==> config.mk <==
export PLATFORM = sky130hd
export DESIGN_NAME = simpleProc
export DESIGN_NICKNAME = d
export VERILOG_FILES = /design/src/hw/cpuIsaPkg.sv /design/src/hw/cpuBusPkg.sv /design/src/hw/stepCounter.sv /design/src/hw/controlFsm.sv /design/src/hw/registerFile.sv /design/src/hw/aluDatapath.sv /design/src/hw/memPort.sv /design/src/hw/simpleProc.sv
export SDC_FILE = /design/constraint.sdc
export NUM_CORES = 1
export LEC_CHECK = 0
export BUFFER_PORTS_ARGS = -buffer_cell sky130_fd_sc_hd__buf_4
export CAP_MARGIN = 20
export CORE_MARGIN = 5
export CORE_UTILIZATION = 60
export DETAILED_ROUTE_END_ITERATION = 8
export GPL_ROUTABILITY_DRIVEN = 0
export PLACE_DENSITY_LB_ADDON = 0.2
export SYNTH_ARGS = -nofsm -noshare
export SYNTH_HDL_FRONTEND = slang
export SYNTH_SLANG_ARGS = --single-unit
==> constraint.sdc <==
create_clock -name Clock -period 6.3 [get_ports Clock]
set_input_delay 0.315 -clock Clock [delete_from_list [all_inputs] [get_ports Clock]]
set_output_delay 0.315 -clock Clock [all_outputs]
set_load 0.02 [all_outputs]
==> src/hw/cpuIsaPkg.sv <==
package cpuIsaPkg;

	localparam int wordWidth = 16;              // Data and address width
	localparam int irWidth = 10;                // Opcode, X, Y
	localparam int numRegs = 8;                 // R0..R6 plus PC
	localparam int pcReg = 7;                   // R7 is the program counter
	localparam logic [wordWidth-1:0] resetPc = 16'd10; // First program word after data 0..9

	typedef logic [wordWidth-1:0] word_t;
	typedef logic [2:0] regIdx_t;

	typedef enum logic [3:0] {
		opAdd  = 4'b0000,
		opSub  = 4'b0001,
		opOr   = 4'b0010,
		opSlt  = 4'b0011,
		opSll  = 4'b0100,
		opSrl  = 4'b0101,
		opMv   = 4'b0110,
		opMvi  = 4'b0111,
		opLd   = 4'b1000,
		opSd   = 4'b1001,
		opMvnz = 4'b1010
	} opcode_t;

	// Same order as the six ALU opcodes
	typedef enum logic [2:0] {aluAdd, aluSub, aluOr, aluSlt, aluSll, aluSrl} aluOp_t;

	typedef struct packed {
		opcode_t op;                              // IR[9:6]
		regIdx_t rx;                              // Destination, store data for SD
		regIdx_t ry;                              // Source, address for LD/SD
	} instr_t;

endpackage

==> src/hw/cpuBusPkg.sv <==
package cpuBusPkg;

	import cpuIsaPkg::*;

	typedef struct packed {
		word_t addr;                              // Word address
		word_t wdata;                             // Store data, ignored on reads
		logic write;                              // 1 for SD, 0 for fetch/LD/MVI
	} memReq_t;

	typedef enum logic [1:0] {busDin, busG, busReg} busSel_t;

	typedef struct packed {
		busSel_t busSel;                          // Bus source
		regIdx_t srcReg;                          // Register driven on the bus
		logic regWrite;                           // Write bus into dstReg
		regIdx_t dstReg;
		logic aWrite;                             // Load A from bus
		logic gWrite;                             // Load G from ALU
		aluOp_t aluOp;
		logic irWrite;                            // Load IR from DIN
		logic memStart;                           // Memory access in this step
		logic memWrite;                           // Store, alone it stages write data
		logic addrFromPc;                         // Address from PC, else from bus
		logic pcIncr;
		logic done;                               // Last step of the instruction
	} ctrlWord_t;

endpackage

==> src/hw/stepCounter.sv <==
`timescale 1ns/1ps

module stepCounter (
	input  logic       Clock,
	input  logic       rst,
	input  logic       done,                  // Instruction finished
	input  logic       memBusy,               // Memory access still open
	output logic [2:0] step
);

	always_ff @(posedge Clock) begin
		if (rst) begin
			step <= '0;
		end else if (done) begin
			step <= '0;                          // Next instruction starts with fetch
		end else if (!memBusy) begin
			step <= step + 3'd1;
		end
		// Otherwise hold the step while memory waits
	end

endmodule

==> src/hw/controlFsm.sv <==
`timescale 1ns/1ps

module controlFsm import cpuIsaPkg::*, cpuBusPkg::*; (
	input  logic               Clock,
	input  logic               rst,
	input  logic [2:0]         step,
	input  logic [irWidth-1:0] ir,
	input  logic               gZero,         // G holds zero
	output ctrlWord_t          ctrl
);

	instr_t instr;
	regIdx_t loadDst;                          // LD/MVI target kept across the data read

	assign instr = instr_t'(ir);

	always_ff @(posedge Clock) begin
		if (rst) begin
			loadDst <= '0;
		end else if (step == 3'd2 && (instr.op == opLd || instr.op == opMvi)) begin
			loadDst <= instr.rx;
		end
	end

	always_comb begin
		ctrl = '0;
		ctrl.busSel = busReg;
		ctrl.aluOp = aluAdd;
		unique case (step)
			3'd0: begin
				ctrl.memStart = 1'b1;                // Fetch, held until DIN arrives
				ctrl.addrFromPc = 1'b1;
			end
			3'd1: begin
				ctrl.irWrite = 1'b1;
				ctrl.pcIncr = 1'b1;                  // PC steps past the fetched word
			end
			3'd2: begin
				case (instr.op)
					opAdd, opSub, opOr, opSlt, opSll, opSrl: begin
						ctrl.srcReg = instr.rx;          // First operand into A
						ctrl.aWrite = 1'b1;
					end
					opMv: begin
						ctrl.srcReg = instr.ry;
						ctrl.regWrite = 1'b1;
						ctrl.dstReg = instr.rx;
						ctrl.done = 1'b1;
					end
					opMvnz: begin
						ctrl.srcReg = instr.ry;
						ctrl.regWrite = !gZero;          // Copy only after nonzero result
						ctrl.dstReg = instr.rx;
						ctrl.done = 1'b1;
					end
					opMvi: begin
						ctrl.memStart = 1'b1;            // Immediate sits at the current PC
						ctrl.addrFromPc = 1'b1;
					end
					opLd: begin
						ctrl.srcReg = instr.ry;          // Address from Y
						ctrl.memStart = 1'b1;
					end
					opSd: begin
						ctrl.srcReg = instr.rx;          // Stage store data
						ctrl.memWrite = 1'b1;
					end
					default: begin
					end
				endcase
			end
			3'd3: begin
				case (instr.op)
					opAdd, opSub, opOr, opSlt, opSll, opSrl: begin
						ctrl.srcReg = instr.ry;
						ctrl.gWrite = 1'b1;
						// ALU opcodes share their encoding with aluOp_t
						ctrl.aluOp = aluOp_t'(instr.op[2:0]);
					end
					opMvi: begin
						ctrl.busSel = busDin;
						ctrl.regWrite = 1'b1;
						ctrl.dstReg = loadDst;
						ctrl.pcIncr = 1'b1;              // Skip the immediate word
						ctrl.done = 1'b1;
					end
					opLd: begin
						ctrl.busSel = busDin;
						ctrl.regWrite = 1'b1;
						ctrl.dstReg = loadDst;
						ctrl.done = 1'b1;
					end
					opSd: begin
						ctrl.srcReg = instr.ry;          // Address from Y
						ctrl.memStart = 1'b1;
						ctrl.memWrite = 1'b1;
						ctrl.done = 1'b1;                // Store drains during next fetch
					end
					default: begin
					end
				endcase
			end
			3'd4: begin
				case (instr.op)
					opAdd, opSub, opOr, opSlt, opSll, opSrl: begin
						ctrl.busSel = busG;
						ctrl.regWrite = 1'b1;
						ctrl.dstReg = instr.rx;
						ctrl.done = 1'b1;
					end
					default: begin
					end
				endcase
			end
			default: begin
			end
		endcase
	end

endmodule

==> src/hw/registerFile.sv <==
`timescale 1ns/1ps

module registerFile import cpuIsaPkg::*, cpuBusPkg::*; (
	input  logic      Clock,
	input  logic      rst,
	input  ctrlWord_t ctrl,
	input  word_t     bus,
	output word_t     rdata,                  // Register selected by srcReg
	output word_t     pc
);

	word_t regs [numRegs-1];                   // R0..R6, R7 lives in pc
	logic readPc;
	logic writeGpr;

	assign readPc = (ctrl.srcReg == regIdx_t'(pcReg));
	assign writeGpr = ctrl.regWrite && (ctrl.dstReg != regIdx_t'(pcReg)); // R7 not writable

	always_ff @(posedge Clock) begin
		if (writeGpr) begin
			regs[ctrl.dstReg] <= bus;
		end
	end

	always_ff @(posedge Clock) begin
		if (rst) begin
			pc <= resetPc;
		end else if (ctrl.pcIncr) begin
			pc <= pc + word_t'(1);
		end
	end

	always_comb begin
		if (readPc) begin
			rdata = pc;
		end else begin
			rdata = regs[ctrl.srcReg];
		end
	end

endmodule

==> src/hw/aluDatapath.sv <==
`timescale 1ns/1ps

module aluDatapath import cpuIsaPkg::*, cpuBusPkg::*; (
	input  logic               Clock,
	input  logic               rst,
	input  ctrlWord_t          ctrl,
	input  word_t              rdata,
	input  word_t              din,
	output word_t              bus,
	output logic [irWidth-1:0] ir,
	output logic               gZero
);

	word_t aReg;                               // First ALU operand
	word_t gReg;                               // Last ALU result
	word_t aluResult;

	always_comb begin
		case (ctrl.busSel)
			busDin:  bus = din;
			busG:    bus = gReg;
			default: bus = rdata;
		endcase
	end

	always_comb begin
		case (ctrl.aluOp)
			aluAdd:  aluResult = aReg + bus;
			aluSub:  aluResult = aReg - bus;
			aluOr:   aluResult = aReg | bus;
			aluSlt:  aluResult = (aReg < bus) ? word_t'(1) : '0; // Unsigned compare
			aluSll:  aluResult = aReg << bus[3:0]; // Shift amount 0..15
			aluSrl:  aluResult = aReg >> bus[3:0];
			default: aluResult = '0;
		endcase
	end

	always_ff @(posedge Clock) begin
		if (ctrl.aWrite) begin
			aReg <= bus;
		end
		if (ctrl.gWrite) begin
			gReg <= aluResult;
		end
	end

	always_ff @(posedge Clock) begin
		if (rst) begin
			ir <= '0;
		end else if (ctrl.irWrite) begin
			ir <= din[irWidth-1:0];                 // Upper bits of the word unused
		end
	end

	assign gZero = (gReg == '0);

endmodule

==> src/hw/memPort.sv <==
`timescale 1ns/1ps

module memPort import cpuIsaPkg::*, cpuBusPkg::*; (
	input  logic      Clock,
	input  logic      rst,
	input  ctrlWord_t ctrl,
	input  word_t     bus,
	input  word_t     pc,
	output memReq_t   memReq,
	output logic      memReqValid,
	input  logic      memReqReady,
	input  word_t     memRsp,
	input  logic      memRspValid,
	output word_t     din,
	output logic      memBusy
);

	logic waitRsp;                             // Read accepted, data not back yet
	logic launch;
	logic accept;
	logic rspDone;

	assign launch = ctrl.memStart && !memReqValid && !waitRsp; // Port free, new access
	assign accept = memReqValid && memReqReady;
	assign rspDone = waitRsp && memRspValid;
	// Reads hold the step until data lands; a store is posted and only its launch is free
	assign memBusy = ctrl.memStart && !(launch && ctrl.memWrite) && !rspDone;

	always_ff @(posedge Clock) begin
		if (rst) begin
			memReqValid <= 1'b0;
			waitRsp <= 1'b0;
		end else begin
			if (launch) begin
				memReqValid <= 1'b1;
			end else if (accept) begin
				memReqValid <= 1'b0;
			end
			if (accept && !memReq.write) begin
				waitRsp <= 1'b1;
			end else if (rspDone) begin
				waitRsp <= 1'b0;
			end
		end
	end

	always_ff @(posedge Clock) begin
		if (launch) begin
			memReq.addr <= ctrl.addrFromPc ? pc : bus;
			memReq.write <= ctrl.memWrite;
		end else if (ctrl.memWrite && !ctrl.memStart && !memReqValid) begin
			memReq.wdata <= bus;                   // SD data, one step before the address
		end
		if (rspDone) begin
			din <= memRsp;
		end
	end

endmodule

==> src/hw/simpleProc.sv <==
`timescale 1ns/1ps

module simpleProc import cpuIsaPkg::*, cpuBusPkg::*; (
	input  logic    Clock,
	input  logic    rst,
	output memReq_t memReq,
	output logic    memReqValid,
	input  logic    memReqReady,
	input  word_t   memRsp,
	input  logic    memRspValid,
	output logic    done                      // One pulse per instruction
);

	ctrlWord_t ctrl;
	logic [2:0] step;
	logic [irWidth-1:0] ir;
	logic gZero;
	logic memBusy;
	word_t bus;
	word_t rdata;
	word_t pc;
	word_t din;

	assign done = ctrl.done;

	stepCounter i_stepCounter (.Clock, .rst, .done(ctrl.done), .memBusy, .step);

	controlFsm i_controlFsm (.Clock, .rst, .step, .ir, .gZero, .ctrl);

	registerFile i_registerFile (.Clock, .rst, .ctrl, .bus, .rdata, .pc);

	aluDatapath i_aluDatapath (.Clock, .rst, .ctrl, .rdata, .din, .bus, .ir, .gZero);

	memPort i_memPort (
		.Clock,
		.rst,
		.ctrl,
		.bus,
		.pc,
		.memReq,
		.memReqValid,
		.memReqReady,
		.memRsp,
		.memRspValid,
		.din,
		.memBusy
	);

endmodule

==> flow_metrics.tcl, run 1 <==
set metrics [dict create \
    dr.pass1.iters 5 \
    fin_util_pct 69.2 \
    yosys-top-cells-count "edfxtp_1, nand2_1, mux2i_1, nor2_1, a21oi_1" \
    p_seq_share_pct 31.7 \
    htreeDepth 1 \
    cpPeakStageDelay_ps 720 \
    crit_path_end_kind "flip-flop" \
    vdd_ir_drop_max_mv 0.330 \
    synthFlopType "edfxtp_1" \
    placedCellCount 1475 \
    synth_area_leader_cell "edfxtp_1" \
    combPwrFrac_pct 46.4 \
    holdPathStages 3 \
    drive_gt1_share_pct 14.6 \
    fmax_mhz 170 \
    antenna_found_initial 0 \
    slowest_stage "dfxtp_1" \
    num_vias 10000 \
    clkLatencyLatePin_ps 540 \
    status "finished, final reports clean" \
    critPathTopFamily "compound AO/OA/AOI/OAI gates" \
    grt_max_degree 43 \
    syn_to_final_growth_pct 14.4 \
    relSlewSlack_pct 33.0 \
    cp_cell_sequence "a21oi_2 -> o211ai_4 -> and3_2 -> mux2_4 -> a221oi_2 -> o31ai_4 -> bufinv_8 -> ha_1 -> o21bai_1 -> a21oi_1 -> o2111ai_1 -> a2111oi_0 -> nor2_1 -> a221oi_1 -> a21oi_1 -> nor3_1 -> o211ai_1" \
    period_needed_ps 5870 \
    cts_setup_buffers 0 \
    setup_viol 0 \
    synth.distinct_cells 86 \
    postSynthAreaPerCell_um2 10.8 \
    min_to "i_memPort.waitRsp" \
    start_kind "flip-flop" \
    cp.arrival_ps 6120 \
    die_h_um 155 \
    drt_iter0_markers 1406 \
    drc_errors 0 \
    grt_first_pass_wirelength_um 54800 \
    cts_sinks 227 \
    path_buf_inv 1 \
    finalCritPeriodShare_pct 93.2 \
    io_pins 55 \
    yosys_warnings 0 \
    track_usage_pct 29.2 \
    num-fill-cells 1539 \
    clk_root_buffer_cell "clkbuf_16" \
    drt-vias-per-instance 6.51 \
    cts_tree "built" \
    total_leakage_power_nw 5.62 \
    final_cells 1538 \
    yosysTopAreaCellShare_pct 46.0 \
    die_area_um2 24000 \
    internal_power_w 0.00404 \
    syn_area_um2 12600 \
    yosys-top-cells-area "edfxtp_1, ha_1, mux2i_1" \
    dieWidth_um 155 \
    postRouteAntennaNets 0 \
    ys_seq_area_share_pct 51.4 \
    p_sw_share_pct 40.1 \
    totalWireLength_um 35700 \
    critPathMaxFanout 27 \
    fin_worst_skew_ps 19.9 \
    min-delay-start "memRspValid" \
    core_um2 20800 \
    rows 53 \
    hold_viol_final 0 \
    ys_ff_latch 227 \
    dp_hpwl_um 24900 \
    r2r-start "i_aluDatapath.ir[8]" \
    synth_nets 1246 \
    nets 1327 \
    reg2reg_slack_ps 430 \
    p_sw_w 0.00270 \
    critical_path_required_ps 6550 \
    slew_viol_final 0 \
    post_drt_wl_per_cell_um 23.2 \
    tightest_slew_ps 1010 \
    cts_buffer_depth 3 \
    numCtsBuffers 25 \
    synth_most_common_cell "edfxtp_1" \
    grt_setup_unrepaired "no" \
    reg2reg_depth 17 \
    crit_top_cell "a21oi_1" \
    start_util_pct 60.5 \
    synth_cells 1163 \
    clk_pin_slew_ps 60 \
    critical_path_class "reg -> reg" \
    min_path_type "in -> reg" \
    synth-async-reset-ratio_pct 0 \
    synth_edf_count 193 \
    p_clk_share_pct 21.9 \
    power_density_nw_per_um2 468 \
    grt_pass1_vias 9571 \
    overflow 0 \
    antenna_cells 0 \
    regToRegEndpoint "i_aluDatapath.gReg[9]" \
    holdWs_ps 49.4 \
    tns_ps 0 \
    port-buffer-count 54 \
    cap_violations 0 \
]
==> area by class of cell <==
class                   instances  area, um^2  area share (%)
inverters                      65         258            1.79
multi-input cells             814        5620            39.0
clock buffers                  34         743            5.16
repair buffers                111         871            6.04
well taps                     275         344            2.39
flip-flops and latches        227        6480            44.9
clock inverters                12        95.1           0.660
==> per-stage QoR <==
step	worst slack (ps)	cell area [um^2]	total power, W
floorplan	1260	12600	0.00423
global placement	798	13400	0.00511
detailed placement	569	13400	0.00517
CTS	511	14400	0.00666
global route	92.5	14400	0.00705
finish	429	14400	0.00674
==> worst max path at each step <==
stage                          start                endpoint  depth (start not counted)
3_5_place_dp     i_aluDatapath.ir[8]   i_aluDatapath.gReg[0]                         18
2_1_floorplan  i_stepCounter.step[0]  i_aluDatapath.gReg[15]                         24
3_3_place_gp     i_aluDatapath.ir[8]   i_aluDatapath.gReg[0]                         18
5_1_grt          i_aluDatapath.ir[7]   i_aluDatapath.gReg[0]                         18
6_report         i_aluDatapath.ir[8]   i_aluDatapath.gReg[9]                         17
4_1_cts        i_stepCounter.step[0]   i_aluDatapath.gReg[0]                         19
==> flip-flops by register name, summed over array words and instances, names as in the netlist, 3 cells and up <==
name	count
i_stepCounter.step	3
i_aluDatapath.aReg	16
i_controlFsm.loadDst	3
i_memPort.din	16
i_memPort.memReq	33
i_registerFile.regs	112
i_aluDatapath.gReg	16
i_aluDatapath.ir	10
i_registerFile.pc	16
==> per-layer routing <==
| metal | wire length [um] | global-route usage, % |
|---|---|---|
| met1 | 14000 | 39.9 |
| met3 | 3860 | 5.65 |
| met4 | 1480 | 10.1 |
| met5 | 0 | 0 |
| met2 | 16300 | 47.0 |
==> worst min-delay path, cell delays in order <==
cell and delay (ps):
buf_4 80, nand2b_1 90, a21oi_1 50
==> power groups by stage <==
stage	clock (W)	sequential, W	combinational (W)
floorplan	0	0.00220	0.00204
global placement	0	0.00216	0.00296
detailed placement	0	0.00217	0.00300
CTS	0.00149	0.00214	0.00303
global route	0.00155	0.00216	0.00335
finish	0.00147	0.00214	0.00312
==> repair_timing <==
| action | CTS | global route |
|---|---|---|
| hold buffers | 16 | 0 |
| setup endpoints to repair | 0 | 2 |
| endpoints found under the hold margin | 16 | 0 |
| gates resized for setup | 0 | 1 |
==> cell usage in the layout, fill, tap and decap left out, types with 5 or more instances in the layout <==
cell / instances
edfxtp_1: 193
a22oi_1: 12
nor3_1: 19
o2111ai_1: 5
xor2_1: 9
a31oi_1: 18
and2_1: 6
nand3_1: 53
mux2_2: 15
o211ai_1: 17
xnor2_1: 9
a211oi_1: 8
a21o_1: 8
nand2b_1: 11
o21ai_0: 40
a221oi_1: 13
mux2i_1: 76
dlygate4sd3_1: 16
and3_1: 14
o22ai_1: 25
nand4_1: 10
a21oi_1: 67
buf_4: 94
nor2b_1: 6
ha_1: 61
or3_1: 5
inv_1: 63
clkbuf_16: 28
dfxtp_1: 34
o31ai_1: 5
nor2_1: 68
nand3b_1: 5
o22a_1: 5
nand2_1: 134
o221ai_1: 8
==> cells by family (layout without fill, tap and decap cells) <==
group	Yosys count	in the layout	share of synthesized area, %
AOI/OAI and AO/OA	280	280	15.3
buffers and inverters	122	222	4.35
DFF	227	227	51.4
and+or+nand+nor	360	360	13.6
muxes	93	93	7.68
adders and majority gates	63	63	6.38
xor gates and xnor gates	18	18	1.25
Note: power is estimated with default switching activity, not from simulation.
==> run 2: changes to the inputs <==
--- a/config.mk
+++ b/config.mk
@@ -5,7 +5,7 @@
 export SDC_FILE = /design/constraint.sdc
 export NUM_CORES = 1
 export LEC_CHECK = 0
-export BUFFER_PORTS_ARGS = -buffer_cell sky130_fd_sc_hd__buf_4
+export BUFFER_PORTS_ARGS = -buffer_cell sky130_fd_sc_hd__buf_2
 export CAP_MARGIN = 20
 export CORE_MARGIN = 5
 export CORE_UTILIZATION = 60
==> flow_metrics.tcl, run 2 (synthesis gave the netlist of run 1 again) <==
set metrics [dict create \
    drive_gt1_share_pct 14.8 \
    critical_path_required_ps 6580 \
    numCtsBuffers 25 \
    tns_ps 0 \
    totalWireLength_um 35200 \
    slowest_stage "dfxtp_1" \
    track_usage_pct 29.0 \
    cp.arrival_ps 6150 \
    crit_top_cell "inv_1" \
    cp_cell_sequence "inv_1 -> ha_1 -> o211ai_4 -> and3_2 -> buf_4 -> nand2_1 -> nand3_1 -> nand3_1 -> a31oi_1 -> inv_1 -> ha_1 -> inv_1 -> o21ai_0 -> a21oi_1 -> a2111oi_0 -> buf_4 -> o41a_1 -> o31a_1 -> o21ai_0 -> o41a_1 -> o22a_1 -> nand4_1" \
    vdd_ir_drop_max_mv 0.341 \
    largestRegisters "i_registerFile.regs (112), i_memPort.memReq (33)" \
    pre_cts_ws_ps 587 \
    cap_violations 0 \
    place_area_um2 13300 \
    rows 53 \
    holdPathStages 3 \
    port-buffer-count 54 \
    period_needed_ps 5870 \
    final_cell_mix "edfxtp_1, nand2_1, mux2i_1" \
    drt_iter0_markers 1580 \
    critPathLaunch "i_stepCounter.step[2]" \
    largest_reg_flops 112 \
    largest_register "i_registerFile.regs" \
    grt_pass1_vias 9417 \
    finalCritPeriodShare_pct 93.2 \
    fin_util_pct 68.8 \
    tightest_slew_ps 1020 \
    cts_setup_buffers 0 \
    post_drt_wl_per_cell_um 22.8 \
    slew_viol_final 0 \
    io_pins 55 \
    clkLatencyLatePin_ps 540 \
    setup_slack_ps 426 \
    dr.pass1.iters 6 \
    critical_path_class "reg -> reg" \
    htreeDepth 1 \
    start_kind "flip-flop" \
    die_h_um 155 \
    cts_tree "built" \
    start_util_pct 60.5 \
    fin_worst_skew_ps 10.8 \
    hold_viol_final 0 \
    regToRegEndpoint "i_aluDatapath.gReg[15]" \
    drt-vias-per-instance 6.47 \
    cts_buffer_depth 3 \
    min-delay-start "memRspValid" \
    setup_viol 0 \
    wl_met3_um 3950 \
    r2r-start "i_stepCounter.step[2]" \
    grt_setup_unrepaired "no" \
    relSlewSlack_pct 31.1 \
    clk_pin_slew_ps 60 \
    nets 1329 \
    cpPeakStageDelay_ps 540 \
    wl_met1_um 13900 \
    status "finished, final reports clean" \
    grt_first_pass_wirelength_um 54200 \
    power_density_nw_per_um2 472 \
    antenna_found_initial 0 \
    critPathMaxFanout 26 \
    core_um2 20800 \
    postRouteAntennaNets 0 \
    total_leakage_power_nw 5.60 \
    grt_max_degree 43 \
    min_to "i_memPort.waitRsp" \
    wl_met2_um 16100 \
    dp_hpwl_um 24500 \
    syn_to_final_growth_pct 13.6 \
    num_vias 9964 \
    antenna_cells 0 \
    clk_root_buffer_cell "clkbuf_16" \
    overflow 0 \
    drc_errors 0 \
    highest_layer "met4" \
    cts_sinks 227 \
    fin_area_um2 14300 \
    final_common_cell "edfxtp_1" \
    min_path_type "in -> reg" \
    dieWidth_um 155 \
    fmax_mhz 170 \
    reg2reg_slack_ps 430 \
    reg2reg_depth 22 \
    die_area_um2 24000 \
    crit_path_end_kind "flip-flop" \
]
run 2: cell types whose count changed in the layout (fill, tap and decap cells not counted), sizes merged:
| cell | delta |
|---|---|
| clkbuf | -7 |
| buf | +3 |
| clkinvlp | +1 |
| clkinv | +2 |
| bufinv | +3 |
run 2: cell type report:
cell class | instances | area (um^2)
clock buffer | 28 | 657
clock inverter | 18 | 214
fill | 1577 | 6500
inverter | 65 | 258
multi-input combinational | 814 | 5620
sequential | 227 | 6480
tap | 275 | 344
timing repair buffer | 113 | 753
run 2: where the power goes:
part           internal (W)  total [W]  switching, W
Sequential          0.00201    0.00213      0.000123
Clock              0.000921    0.00154      0.000614
Combinational       0.00112    0.00309       0.00196
run 2: worst max path at each step:
stage                                   endpoint  slack, ps  cells after the start
after floorplan           i_aluDatapath.gReg[15]       1260                     24
after global placement    i_aluDatapath.gReg[15]        730                     21
after detailed placement  i_aluDatapath.gReg[15]        590                     21
after CTS                 i_aluDatapath.gReg[15]        570                     21
after global routing      i_aluDatapath.gReg[15]         40                     21
final                     i_aluDatapath.gReg[15]        430                     22
run 2: worst max-delay path, delay by kind of cell, from the launching register on:
family	cells	cell delay, ps
fa+ha+maj	2	850
compound gates	10	2210
flops	1	540
simple gates	5	910
buf+inv	5	1090
run 2: per-stage QoR:
| stage | cells | hold slack [ps] | total power (W) |
|---|---|---|---|
| detailed placement | 1478 | 491 | 0.00514 |
| global route | 1540 | 88.6 | 0.00708 |
| CTS | 1540 | 48.6 | 0.00669 |
| global placement | 1478 | 482 | 0.00509 |
| finish | 1540 | 55.9 | 0.00676 |
| floorplan | 1163 | 414 | 0.00423 |
run 2: metal layers:
metal / global-route usage [%] / up-vias
met5: 0 / -
met4: 9.34 / 0
met3: 5.76 / 95
met2: 46.1 / 639
met1: 40.4 / 4716
li1: - / 4514
run 2: repair_timing:
item | in CTS | in global routing
resized for setup | 0 | 0
hold buffers | 16 | 0
endpoints found under the hold margin | 16 | 0
